[src/hw/cpu_defs.svh]
`ifndef CPU_DEFS_SVH
`define CPU_DEFS_SVH

`define DATA_WIDTH 32
`define REG_COUNT 32
`define REG_ADDR_WIDTH 5

// primary opcodes, bits 31:26 of the instruction
`define OP_RTYPE 6'd0
`define OP_ADDI 6'd8
`define OP_ANDI 6'd12
`define OP_ORI 6'd13
`define OP_LUI 6'd15

`define FN_ADD 6'd32
`define FN_SUB 6'd34
`define FN_AND 6'd36
`define FN_OR 6'd37
`define FN_XOR 6'd38
`define FN_SLT 6'd42
`define FN_SLL 6'd0
`define FN_SRL 6'd2

`endif

[src/hw/cpuPkg.sv]
`include "cpu_defs.svh"

package cpuPkg;

	typedef enum logic [3:0] {
		opAdd,
		opSub,
		opAnd,
		opOr,
		opXor,
		opSlt,
		opSll,
		opSrl,
		opLui
	} aluOpT;

	typedef struct packed {
		aluOpT aluOp;
		logic [`REG_ADDR_WIDTH-1:0] srcA;
		logic [`REG_ADDR_WIDTH-1:0] srcB;
		logic [`DATA_WIDTH-1:0] opA; // register file value for srcA
		logic [`DATA_WIDTH-1:0] opB; // register file value for srcB
		logic useImm;
		logic [`DATA_WIDTH-1:0] imm; // already extended
		logic [4:0] shamt;
		logic [`REG_ADDR_WIDTH-1:0] dest;
		logic regWrite;
		logic illegal;
	} decodedT;

	typedef struct packed {
		logic [`REG_ADDR_WIDTH-1:0] dest;
		logic [`DATA_WIDTH-1:0] data;
		logic regWrite;
		logic illegal;
	} wbT;

endpackage

[src/hw/registerFile.sv]
`timescale 1ns/1ps
`include "cpu_defs.svh"

module registerFile (
	input logic clock,
	input logic rst,
	input logic [`REG_ADDR_WIDTH-1:0] readSelA,
	input logic [`REG_ADDR_WIDTH-1:0] readSelB,
	input logic [`REG_ADDR_WIDTH-1:0] writeSel,
	input logic [`DATA_WIDTH-1:0] writeData,
	input logic we,
	output logic [`DATA_WIDTH-1:0] readOutA,
	output logic [`DATA_WIDTH-1:0] readOutB
);

	logic [`DATA_WIDTH-1:0] mem [1:`REG_COUNT-1]; // register 0 has no storage

	// writes land mid-cycle so a read later in the same cycle sees them
	always_ff @(negedge clock)
	begin
		if (rst)
		begin
			for (int i = 1; i < `REG_COUNT; i++)
			begin
				mem[i] <= '0;
			end
		end
		else if (we && (writeSel != '0))
		begin
			mem[writeSel] <= writeData;
		end
	end

	always_comb
	begin
		if (readSelA == '0)
			readOutA = '0;
		else
			readOutA = mem[readSelA];
	end

	always_comb
	begin
		if (readSelB == '0)
			readOutB = '0;
		else
			readOutB = mem[readSelB];
	end

	// the enable comes from the result stage register, so it must be clean after reset
	weKnown: assert property (@(negedge clock) disable iff (rst) !$isunknown(we))
		else $error("register file write enable is unknown");

endmodule

[src/hw/pipeStage.sv]
`timescale 1ns/1ps

module pipeStage #(
	parameter type payloadT = logic
) (
	input logic clock,
	input logic rst,
	input logic inValid,
	input payloadT inData,
	output logic outValid,
	output payloadT outData
);

	always_ff @(posedge clock)
	begin
		if (rst)
			outValid <= 1'b0;
		else
			outValid <= inValid;
	end

	// payload only moves with a valid beat
	always_ff @(posedge clock)
	begin
		if (inValid)
			outData <= inData;
	end

endmodule

[src/hw/instrDecoder.sv]
`timescale 1ns/1ps
`include "cpu_defs.svh"

module instrDecoder
	import cpuPkg::*;
(
	input logic clock,
	input logic rst,
	input logic [`DATA_WIDTH-1:0] instr,
	input logic instrValid,
	input logic [`DATA_WIDTH-1:0] readOutA,
	input logic [`DATA_WIDTH-1:0] readOutB,
	output logic [`REG_ADDR_WIDTH-1:0] readSelA,
	output logic [`REG_ADDR_WIDTH-1:0] readSelB,
	output decodedT decoded,
	output logic decodedValid
);

	logic [5:0] opcode;
	logic [5:0] funct;
	logic [`REG_ADDR_WIDTH-1:0] rs;
	logic [`REG_ADDR_WIDTH-1:0] rt;
	logic [`REG_ADDR_WIDTH-1:0] rd;
	logic [15:0] imm16;
	decodedT decodeNext;

	assign opcode = instr[31:26];
	assign rs = instr[25:21];
	assign rt = instr[20:16];
	assign rd = instr[15:11];
	assign imm16 = instr[15:0];
	assign funct = instr[5:0];

	assign readSelA = rs;
	assign readSelB = rt;

	always_comb
	begin
		decodeNext = '0;
		decodeNext.aluOp = opAdd;
		decodeNext.srcA = rs;
		decodeNext.srcB = rt;
		decodeNext.opA = readOutA;
		decodeNext.opB = readOutB;
		decodeNext.useImm = 1'b1;
		decodeNext.imm = {{(`DATA_WIDTH-16){1'b0}}, imm16}; // zero extension by default
		decodeNext.shamt = instr[10:6];
		decodeNext.dest = rt;
		case (opcode)
			`OP_RTYPE:
			begin
				decodeNext.useImm = 1'b0;
				decodeNext.dest = rd;
				case (funct)
					`FN_ADD: decodeNext.aluOp = opAdd;
					`FN_SUB: decodeNext.aluOp = opSub;
					`FN_AND: decodeNext.aluOp = opAnd;
					`FN_OR: decodeNext.aluOp = opOr;
					`FN_XOR: decodeNext.aluOp = opXor;
					`FN_SLT: decodeNext.aluOp = opSlt;
					`FN_SLL: decodeNext.aluOp = opSll;
					`FN_SRL: decodeNext.aluOp = opSrl;
					default: decodeNext.illegal = 1'b1;
				endcase
			end
			`OP_ADDI: decodeNext.imm = {{(`DATA_WIDTH-16){imm16[15]}}, imm16};
			`OP_ANDI: decodeNext.aluOp = opAnd;
			`OP_ORI: decodeNext.aluOp = opOr;
			`OP_LUI: decodeNext.aluOp = opLui;
			default: decodeNext.illegal = 1'b1;
		endcase
		decodeNext.regWrite = !decodeNext.illegal && (decodeNext.dest != '0); // r0 stays zero
	end

	pipeStage #(
		.payloadT(decodedT)
	) decodeReg_i (
		.clock(clock),
		.rst(rst),
		.inValid(instrValid),
		.inData(decodeNext),
		.outValid(decodedValid),
		.outData(decoded)
	);

endmodule

[src/hw/aluExecute.sv]
`timescale 1ns/1ps
`include "cpu_defs.svh"

module aluExecute
	import cpuPkg::*;
(
	input decodedT decoded,
	input logic decodedValid,
	input wbT wb,
	input logic wbValid,
	output wbT exec,
	output logic execValid
);

	logic fwdA;
	logic fwdB;
	logic [`DATA_WIDTH-1:0] opA;
	logic [`DATA_WIDTH-1:0] opB;
	logic [`DATA_WIDTH-1:0] aluIn2;
	logic [`DATA_WIDTH-1:0] aluOut;

	// the instruction one ahead has not reached the register file when decode read it
	assign fwdA = wbValid && wb.regWrite && (wb.dest == decoded.srcA);
	assign fwdB = wbValid && wb.regWrite && (wb.dest == decoded.srcB);
	assign opA = fwdA ? wb.data : decoded.opA;
	assign opB = fwdB ? wb.data : decoded.opB;
	assign aluIn2 = decoded.useImm ? decoded.imm : opB;

	always_comb
	begin
		case (decoded.aluOp)
			opAdd: aluOut = opA + aluIn2; // wraps on overflow
			opSub: aluOut = opA - aluIn2;
			opAnd: aluOut = opA & aluIn2;
			opOr: aluOut = opA | aluIn2;
			opXor: aluOut = opA ^ aluIn2;
			opSlt: aluOut = {{(`DATA_WIDTH-1){1'b0}}, $signed(opA) < $signed(aluIn2)};
			opSll: aluOut = aluIn2 << decoded.shamt;
			opSrl: aluOut = aluIn2 >> decoded.shamt;
			opLui: aluOut = {decoded.imm[15:0], {(`DATA_WIDTH-16){1'b0}}};
			default: aluOut = '0;
		endcase
	end

	always_comb
	begin
		exec.dest = decoded.dest;
		exec.data = decoded.illegal ? '0 : aluOut; // illegal encodings report zero
		exec.regWrite = decoded.regWrite;
		exec.illegal = decoded.illegal;
	end

	assign execValid = decodedValid;

	always_comb
	begin
		if (decodedValid)
			aluOpDefined: assert (decoded.aluOp <= opLui)
				else $error("undefined ALU operation %0d", decoded.aluOp);
	end

endmodule

[src/hw/resultStage.sv]
`timescale 1ns/1ps

module resultStage
	import cpuPkg::*;
(
	input logic clock,
	input logic rst,
	input wbT exec,
	input logic execValid,
	output wbT wb,
	output logic wbValid,
	output logic [31:0] retiredCount,
	output logic [31:0] illegalCount
);

	pipeStage #(
		.payloadT(wbT)
	) resultReg_i (
		.clock(clock),
		.rst(rst),
		.inValid(execValid),
		.inData(exec),
		.outValid(wbValid),
		.outData(wb)
	);

	// counters move on the same edge that puts the instruction on the result ports
	always_ff @(posedge clock)
	begin
		if (rst)
		begin
			retiredCount <= '0;
			illegalCount <= '0;
		end
		else if (execValid)
		begin
			retiredCount <= retiredCount + 32'd1;
			if (exec.illegal)
				illegalCount <= illegalCount + 32'd1;
		end
	end

	// decode must have dropped the write for every illegal encoding
	noIllegalWrite: assert property (@(posedge clock) disable iff (rst)
		wbValid |-> !(wb.regWrite && wb.illegal))
		else $error("illegal instruction retired with a register write");

endmodule

[src/hw/datapathCore.sv]
`timescale 1ns/1ps
`include "cpu_defs.svh"

module datapathCore
	import cpuPkg::*;
(
	input logic clock,
	input logic rst,
	input logic [`DATA_WIDTH-1:0] instr,
	input logic instrValid,
	output wbT result,
	output logic resultValid,
	output logic [31:0] retiredCount,
	output logic [31:0] illegalCount
);

	logic [`REG_ADDR_WIDTH-1:0] readSelA;
	logic [`REG_ADDR_WIDTH-1:0] readSelB;
	logic [`DATA_WIDTH-1:0] readOutA;
	logic [`DATA_WIDTH-1:0] readOutB;
	decodedT decoded;
	logic decodedValid;
	wbT exec;
	logic execValid;

	instrDecoder decoder_i (
		.clock(clock),
		.rst(rst),
		.instr(instr),
		.instrValid(instrValid),
		.readOutA(readOutA),
		.readOutB(readOutB),
		.readSelA(readSelA),
		.readSelB(readSelB),
		.decoded(decoded),
		.decodedValid(decodedValid)
	);

	aluExecute execute_i (
		.decoded(decoded),
		.decodedValid(decodedValid),
		.wb(result), // result stage feeds forwarding
		.wbValid(resultValid),
		.exec(exec),
		.execValid(execValid)
	);

	resultStage result_i (
		.clock(clock),
		.rst(rst),
		.exec(exec),
		.execValid(execValid),
		.wb(result),
		.wbValid(resultValid),
		.retiredCount(retiredCount),
		.illegalCount(illegalCount)
	);

	registerFile regFile_i (
		.clock(clock),
		.rst(rst),
		.readSelA(readSelA),
		.readSelB(readSelB),
		.writeSel(result.dest),
		.writeData(result.data),
		.we(result.regWrite && resultValid),
		.readOutA(readOutA),
		.readOutB(readOutB)
	);

endmodule

[config.mk]
export PLATFORM = sky130hd
export DESIGN_NAME = datapathCore
export DESIGN_NICKNAME = d
export VERILOG_FILES = /design/src/hw/cpuPkg.sv /design/src/hw/registerFile.sv /design/src/hw/pipeStage.sv /design/src/hw/instrDecoder.sv /design/src/hw/aluExecute.sv /design/src/hw/resultStage.sv /design/src/hw/datapathCore.sv
export VERILOG_INCLUDE_DIRS = /design/src /design/src/hw
export SDC_FILE = /design/constraint.sdc
export NUM_CORES = 2
export LEC_CHECK = 0
export BUFFER_PORTS_ARGS = -buffer_cell sky130_fd_sc_hd__buf_4
export CORE_ASPECT_RATIO = 1.5
export CORE_MARGIN = 3
export CORE_UTILIZATION = 51
export DETAILED_ROUTE_END_ITERATION = 8
export MAX_ROUTING_LAYER = met4
export PLACE_DENSITY = 0.67
export REMOVE_ABC_BUFFERS = 1
export SYNTH_ARGS = -nofsm -noshare
export SYNTH_HDL_FRONTEND = slang
export SYNTH_SLANG_ARGS = --single-unit
[constraint.sdc]
create_clock -name clock -period 8.9 [get_ports clock]
set_input_delay 0.89 -clock clock [delete_from_list [all_inputs] [get_ports clock]]
set_output_delay 0.89 -clock clock [all_outputs]
set_load 0.02 [all_outputs]
Yosys cells after proc, flatten, opt, wreduce, memory -nomap -nowiden
Memories as Yosys holds them, arrays and structs flattened. A register that Yosys moved wholly into a read port is not among the register bits. Index checks and enable logic that the tools add are counted.

Register bits: 149. Bits in writable memories: 992. Input port bits: 35. Output and inout bits: 104. Logic and storage cells: 85. Memories kept: 1.

Memory list: regFile_i.mem (depth 31, width 32, rd ports 2, clocked after Yosys merged registers in 2, write ports 31, line registerFile.sv:16) `` logic [`DATA_WIDTH-1:0] mem [1:`REG_COUNT-1]; ``.

$add $sub $neg: 4. Order comparisons: 1. Equality and inequality tests: 21. Shift operators: 2. Multiplexer cells: 18. Bitwise operators: 3. Reductions and logical operators: 17.

Operators with widths (number): case mux 32 bit (9 select lines) (1); 2-to-1 mux 32 bit (4); adder 32 x 1 -> 32 bit (second input constant) (2); equality test 6 bit (second input constant) (6); adder 32 bit (1); AND 32 bit (1); < comparator 32 bit (1); OR 32 bit (1); OR reduction 32 bit (1); << shifter 32 x 5 -> 32 bit (1); right shift 32 x 5 -> 32 bit (1); subtractor 32 bit (1); bitwise XOR 32 bit (1); equality test 6 x 4 -> 1 bit (second input constant) (4); case mux 3 bit (7 select lines) (1); equality test 4 x 3 -> 1 bit (second input constant) (4); case mux 4 bit (4 select lines) (1); zero test 6 bit (2); equality test 5 bit (2); zero test 5 bit (2); 2-to-1 mux 5 bit (2); nonzero test 5 bit (2); equality test 4 x 2 -> 1 bit (second input constant) (2); 2-to-1 mux 1 bit (8); 10 further kinds (14).

Logic depth before layout (Yosys ltp)
Depth after elaboration: 7. Depth in mapped cells: 20. Depth with buffers taken out: 17.

By module
Synthesis repeated with hierarchy kept, for this count alone.

Cells, all modules: 5514. Area, all modules: 72908.7 sq um.

By module, submodules not included: registerFile (instances 1, cells each 3501, area an instance 54368.4 sq um, sequential area each 30749.5 sq um); aluExecute (instances 1, cells each 1440, area an instance 10163.5 sq um, sequential area each 0.0 sq um); pipeStage (decoder_i.decodeReg_i) (instances 1, cells each 125, area an instance 3727.3 sq um, sequential area each 3713.6 sq um); resultStage (instances 1, cells each 352, area an instance 3026.7 sq um, sequential area each 1281.2 sq um); pipeStage (result_i.resultReg_i) (instances 1, cells each 41, area an instance 1204.9 sq um, sequential area each 1191.1 sq um); instrDecoder (instances 1, cells each 54, area an instance 411.6 sq um, sequential area each 0.0 sq um); datapathCore (instances 1, cells each 1, area an instance 6.3 sq um, sequential area each 0.0 sq um).

==> results.yml <==
layout:
  fin_util_pct: 59.5
  fin_nets: 6489
  fin_cells: 8330
  fin_area_um2: 82700
  fill_cells: 11000
  drive_gt1_share_pct: 19.8
  area_delta_synth_final_pct: 15.3
global_routing:
  grt_pass1_wl_mm: 392
  grt_pass1_vias: 55600
  grt_max_degree: 101
  antenna_found_initial: 21
  grt_usage_pct: 39.1
  grt_overflow: 0
clock_network:
  postCtsResizedCells: 0
  cts_hold_buf: 0
  clock_path_buffers: 3
  cts_setup_buffers: 0
  ctsHtreeMaxLevel: 3
  cts-root-buf: "clkbuf_16"
  clk_pin_slew_ns: 0.07
  insertion_delay_ns: 0.81
  cts_inserted_buffers: 120
  cts_tree: "built"
  clkSinkCount: 1232
power:
  switching_share_pct: 33.0
  cellLeakagePower_nw: 34.0
  p_clk_share_pct: 43.8
  p_comb_share_pct: 15.3
  power_switching_mw: 5.46
  seq_power_share_pct: 40.9
  powerDensity_nw_per_um2: 200
  ir_worst_vdd_uv: 186
  p_int_mw: 11.1
critical_path:
  crit_type: "flop to flop"
  worst-path-buf-inv: 1
  required_ns: 4.82
  crit_arrival_ns: 3.93
  crit_fanout: 32
  crit_chain: "or3_1 > nand3b_1 > buf_12 > nor2_4 > or2_2"
  critical-path-max-stage-delay_ns: 0.88
  r2r_setup_slack_ns: 0.90
  cp_top_family: "simple AND/OR/NAND/NOR gates"
  end_kind: "flop"
  worstSetupStartpointType: "flop"
  critPathSlowestCell: "or2_2"
synth:
  synth_cell_type_count: 95
  yosys.area.top_type_share_pct: 48.8
  ys_top_cells_by_area: "edfxtp_1, mux4_2, and2_1, mux2i_1, clkbuf_1"
  ys.flop_type: "edfxtp_1"
  synth_edf_count: 1166
  seq_area_frac_synth_pct: 50.7
  ys_seq_elements: 1232
  avgSynthCellArea_um2: 13.3
  synthArstFlopShare_pct: 0
  synthTopCellsByCount: "edfxtp_1, and2_1, mux4_2, clkbuf_1, nor2_1"
  syn_area_um2: 71700
  yosysWarningCount: 0
  yosysMostFrequentCell: "edfxtp_1"
  synthCells: 5411
  yosysTopAreaCell: "edfxtp_1"
floorplan:
  die_h_um: 465
  num_rows: 167
  boundaryPins: 139
  die_area_um2: 145000
  initial_core_util_pct: 51.6
  die_x_um: 312
  coreArea_um2: 139000
place:
  place_inst: 7067
  portBuffers: 138
  routabilityCongestion: 1.16
  place_area_um2: 74700
  dp.final_hpwl_mm: 186
worst_hold_path:
  hold_class: "input port to flop"
outcome:
  violations: "max-capacitance violations, max-slew violations"
  status: "finished, violations left"
route:
  ant_nets: 0
  wl_per_cell_um: 33.0
  finalWirelength_mm: 275
  drtIter0Drc: 7129
  drt_first_pass_iters: 8
  vias: 54500
  drc: 0
  viasPerCell: 6.54
timing:
  rsz0062_at_grt: "false"
  slew_headroom_pct: -3.96
  hold_viol: 0
  setup_viol: 0
  setup_tns_ns: 0
  slew_violations: 33
  tightestPinTransition_ns: 1.54
  fin_skew_ns: 0.0863
run:
  max_cap_violations: 3
==> routing by layer <==
metal	track usage, %	routed length, µm	vias to the layer above
met5	-	0	-
met4	33.6	27700	0
met3	10.3	26400	1018
met2	61.4	134000	3682
met1	40.9	87000	27200
li1	-	-	22600
==> path summary, 6_finish.rpt <==
| kind | start | endpoint | depth (start not counted) |
|---|---|---|---|
| worst max-delay path | result_i.resultReg_i.outData[38] | regFile_i.mem[16][30] | 5 |
| worst min-delay path | instr[8] | decoder_i.decodeReg_i.outData[20] | 1 |
| worst max register to register | result_i.resultReg_i.outData[38] | regFile_i.mem[16][30] | 5 |
| worst min register to register | decoder_i.decodeReg_i.outData[1] | result_i.resultReg_i.outData[1] | 0 |
==> final cells by class <==
| class | count | area (µm²) | area share, % |
|---|---|---|---|
| Timing Repair Buffer | 287 | 2290 | 2.77 |
| Clock buffer | 129 | 3100 | 3.75 |
| Antenna cell | 19 | 47.5 | 0.0575 |
| Inverter | 106 | 399 | 0.483 |
| Sequential cell | 1232 | 36300 | 43.9 |
| Tap cell | 1859 | 2330 | 2.81 |
| Clock inverter | 1115 | 4850 | 5.86 |
| Multi-Input combinational cell | 3583 | 33400 | 40.3 |
==> metrics by stage <==
| step | setup WS (ns) | hold WS, ns | total power [mW] |
|---|---|---|---|
| finish | 0.895 | 0.283 | 16.6 |
| detailed placement | 0.419 | 0.423 | 9.94 |
| floorplan | 1.30 | 0.400 | 8.78 |
| global placement | 0.445 | 0.428 | 9.92 |
| CTS | 0.959 | 0.254 | 16.6 |
| global route | 0.808 | 0.277 | 17.4 |
==> logic make-up (layout without fill, tap and decap cells) <==
logic type / Yosys count / in the layout / share of synthesized area, %
flops: 1232 / 1232 / 50.7
fa+ha+maj: 100 / 100 / 1.77
compound gates: 732 / 732 / 7.08
mux: 867 / 867 / 22.2
other cells: 1 / 51 / 0.00523
xor+xnor: 82 / 82 / 1.06
simple gates: 1770 / 1770 / 13.8
buf+inv: 627 / 1637 / 3.39
==> worst reg2reg max path: stages (launching register included) <==
cell and delay [ns]:
edfxtp_1 0.47, or3_1 0.52, nand3b_1 0.35, buf_12 0.26, nor2_4 0.65, or2_2 0.89
==> flip-flops by register name (all words and copies together) (netlist names) <==
name / flops
regFile_i.mem: 1024
decoder_i.decodeReg_i.outData: 103
result_i.resultReg_i.outData: 39
result_i.illegalCount: 32
result_i.retiredCount: 32
decoder_i.decodeReg_i.outValid: 1
result_i.resultReg_i.outValid: 1
==> placed cells by master (no fill, tap or decap), types with 112 or more instances in the layout <==
master	count
clkbuf_16	123
edfxtp_1	1166
inv_1	1140
mux4_2	568
nand2_1	148
nor2_1	251
mux2i_1	185
buf_4	274
and2_1	971
a21oi_1	154
mux2_2	112
==> power groups by stage <==
stage,clock network [mW],registers [mW],logic (mW)
2_1_floorplan,0.680,6.82,1.28
3_3_place_gp,0.680,6.82,2.42
3_5_place_dp,0.680,6.84,2.43
4_1_cts,7.36,6.76,2.44
5_1_grt,7.99,6.77,2.61
6_report,7.26,6.77,2.54
Power figures use the tool's default switching activity.
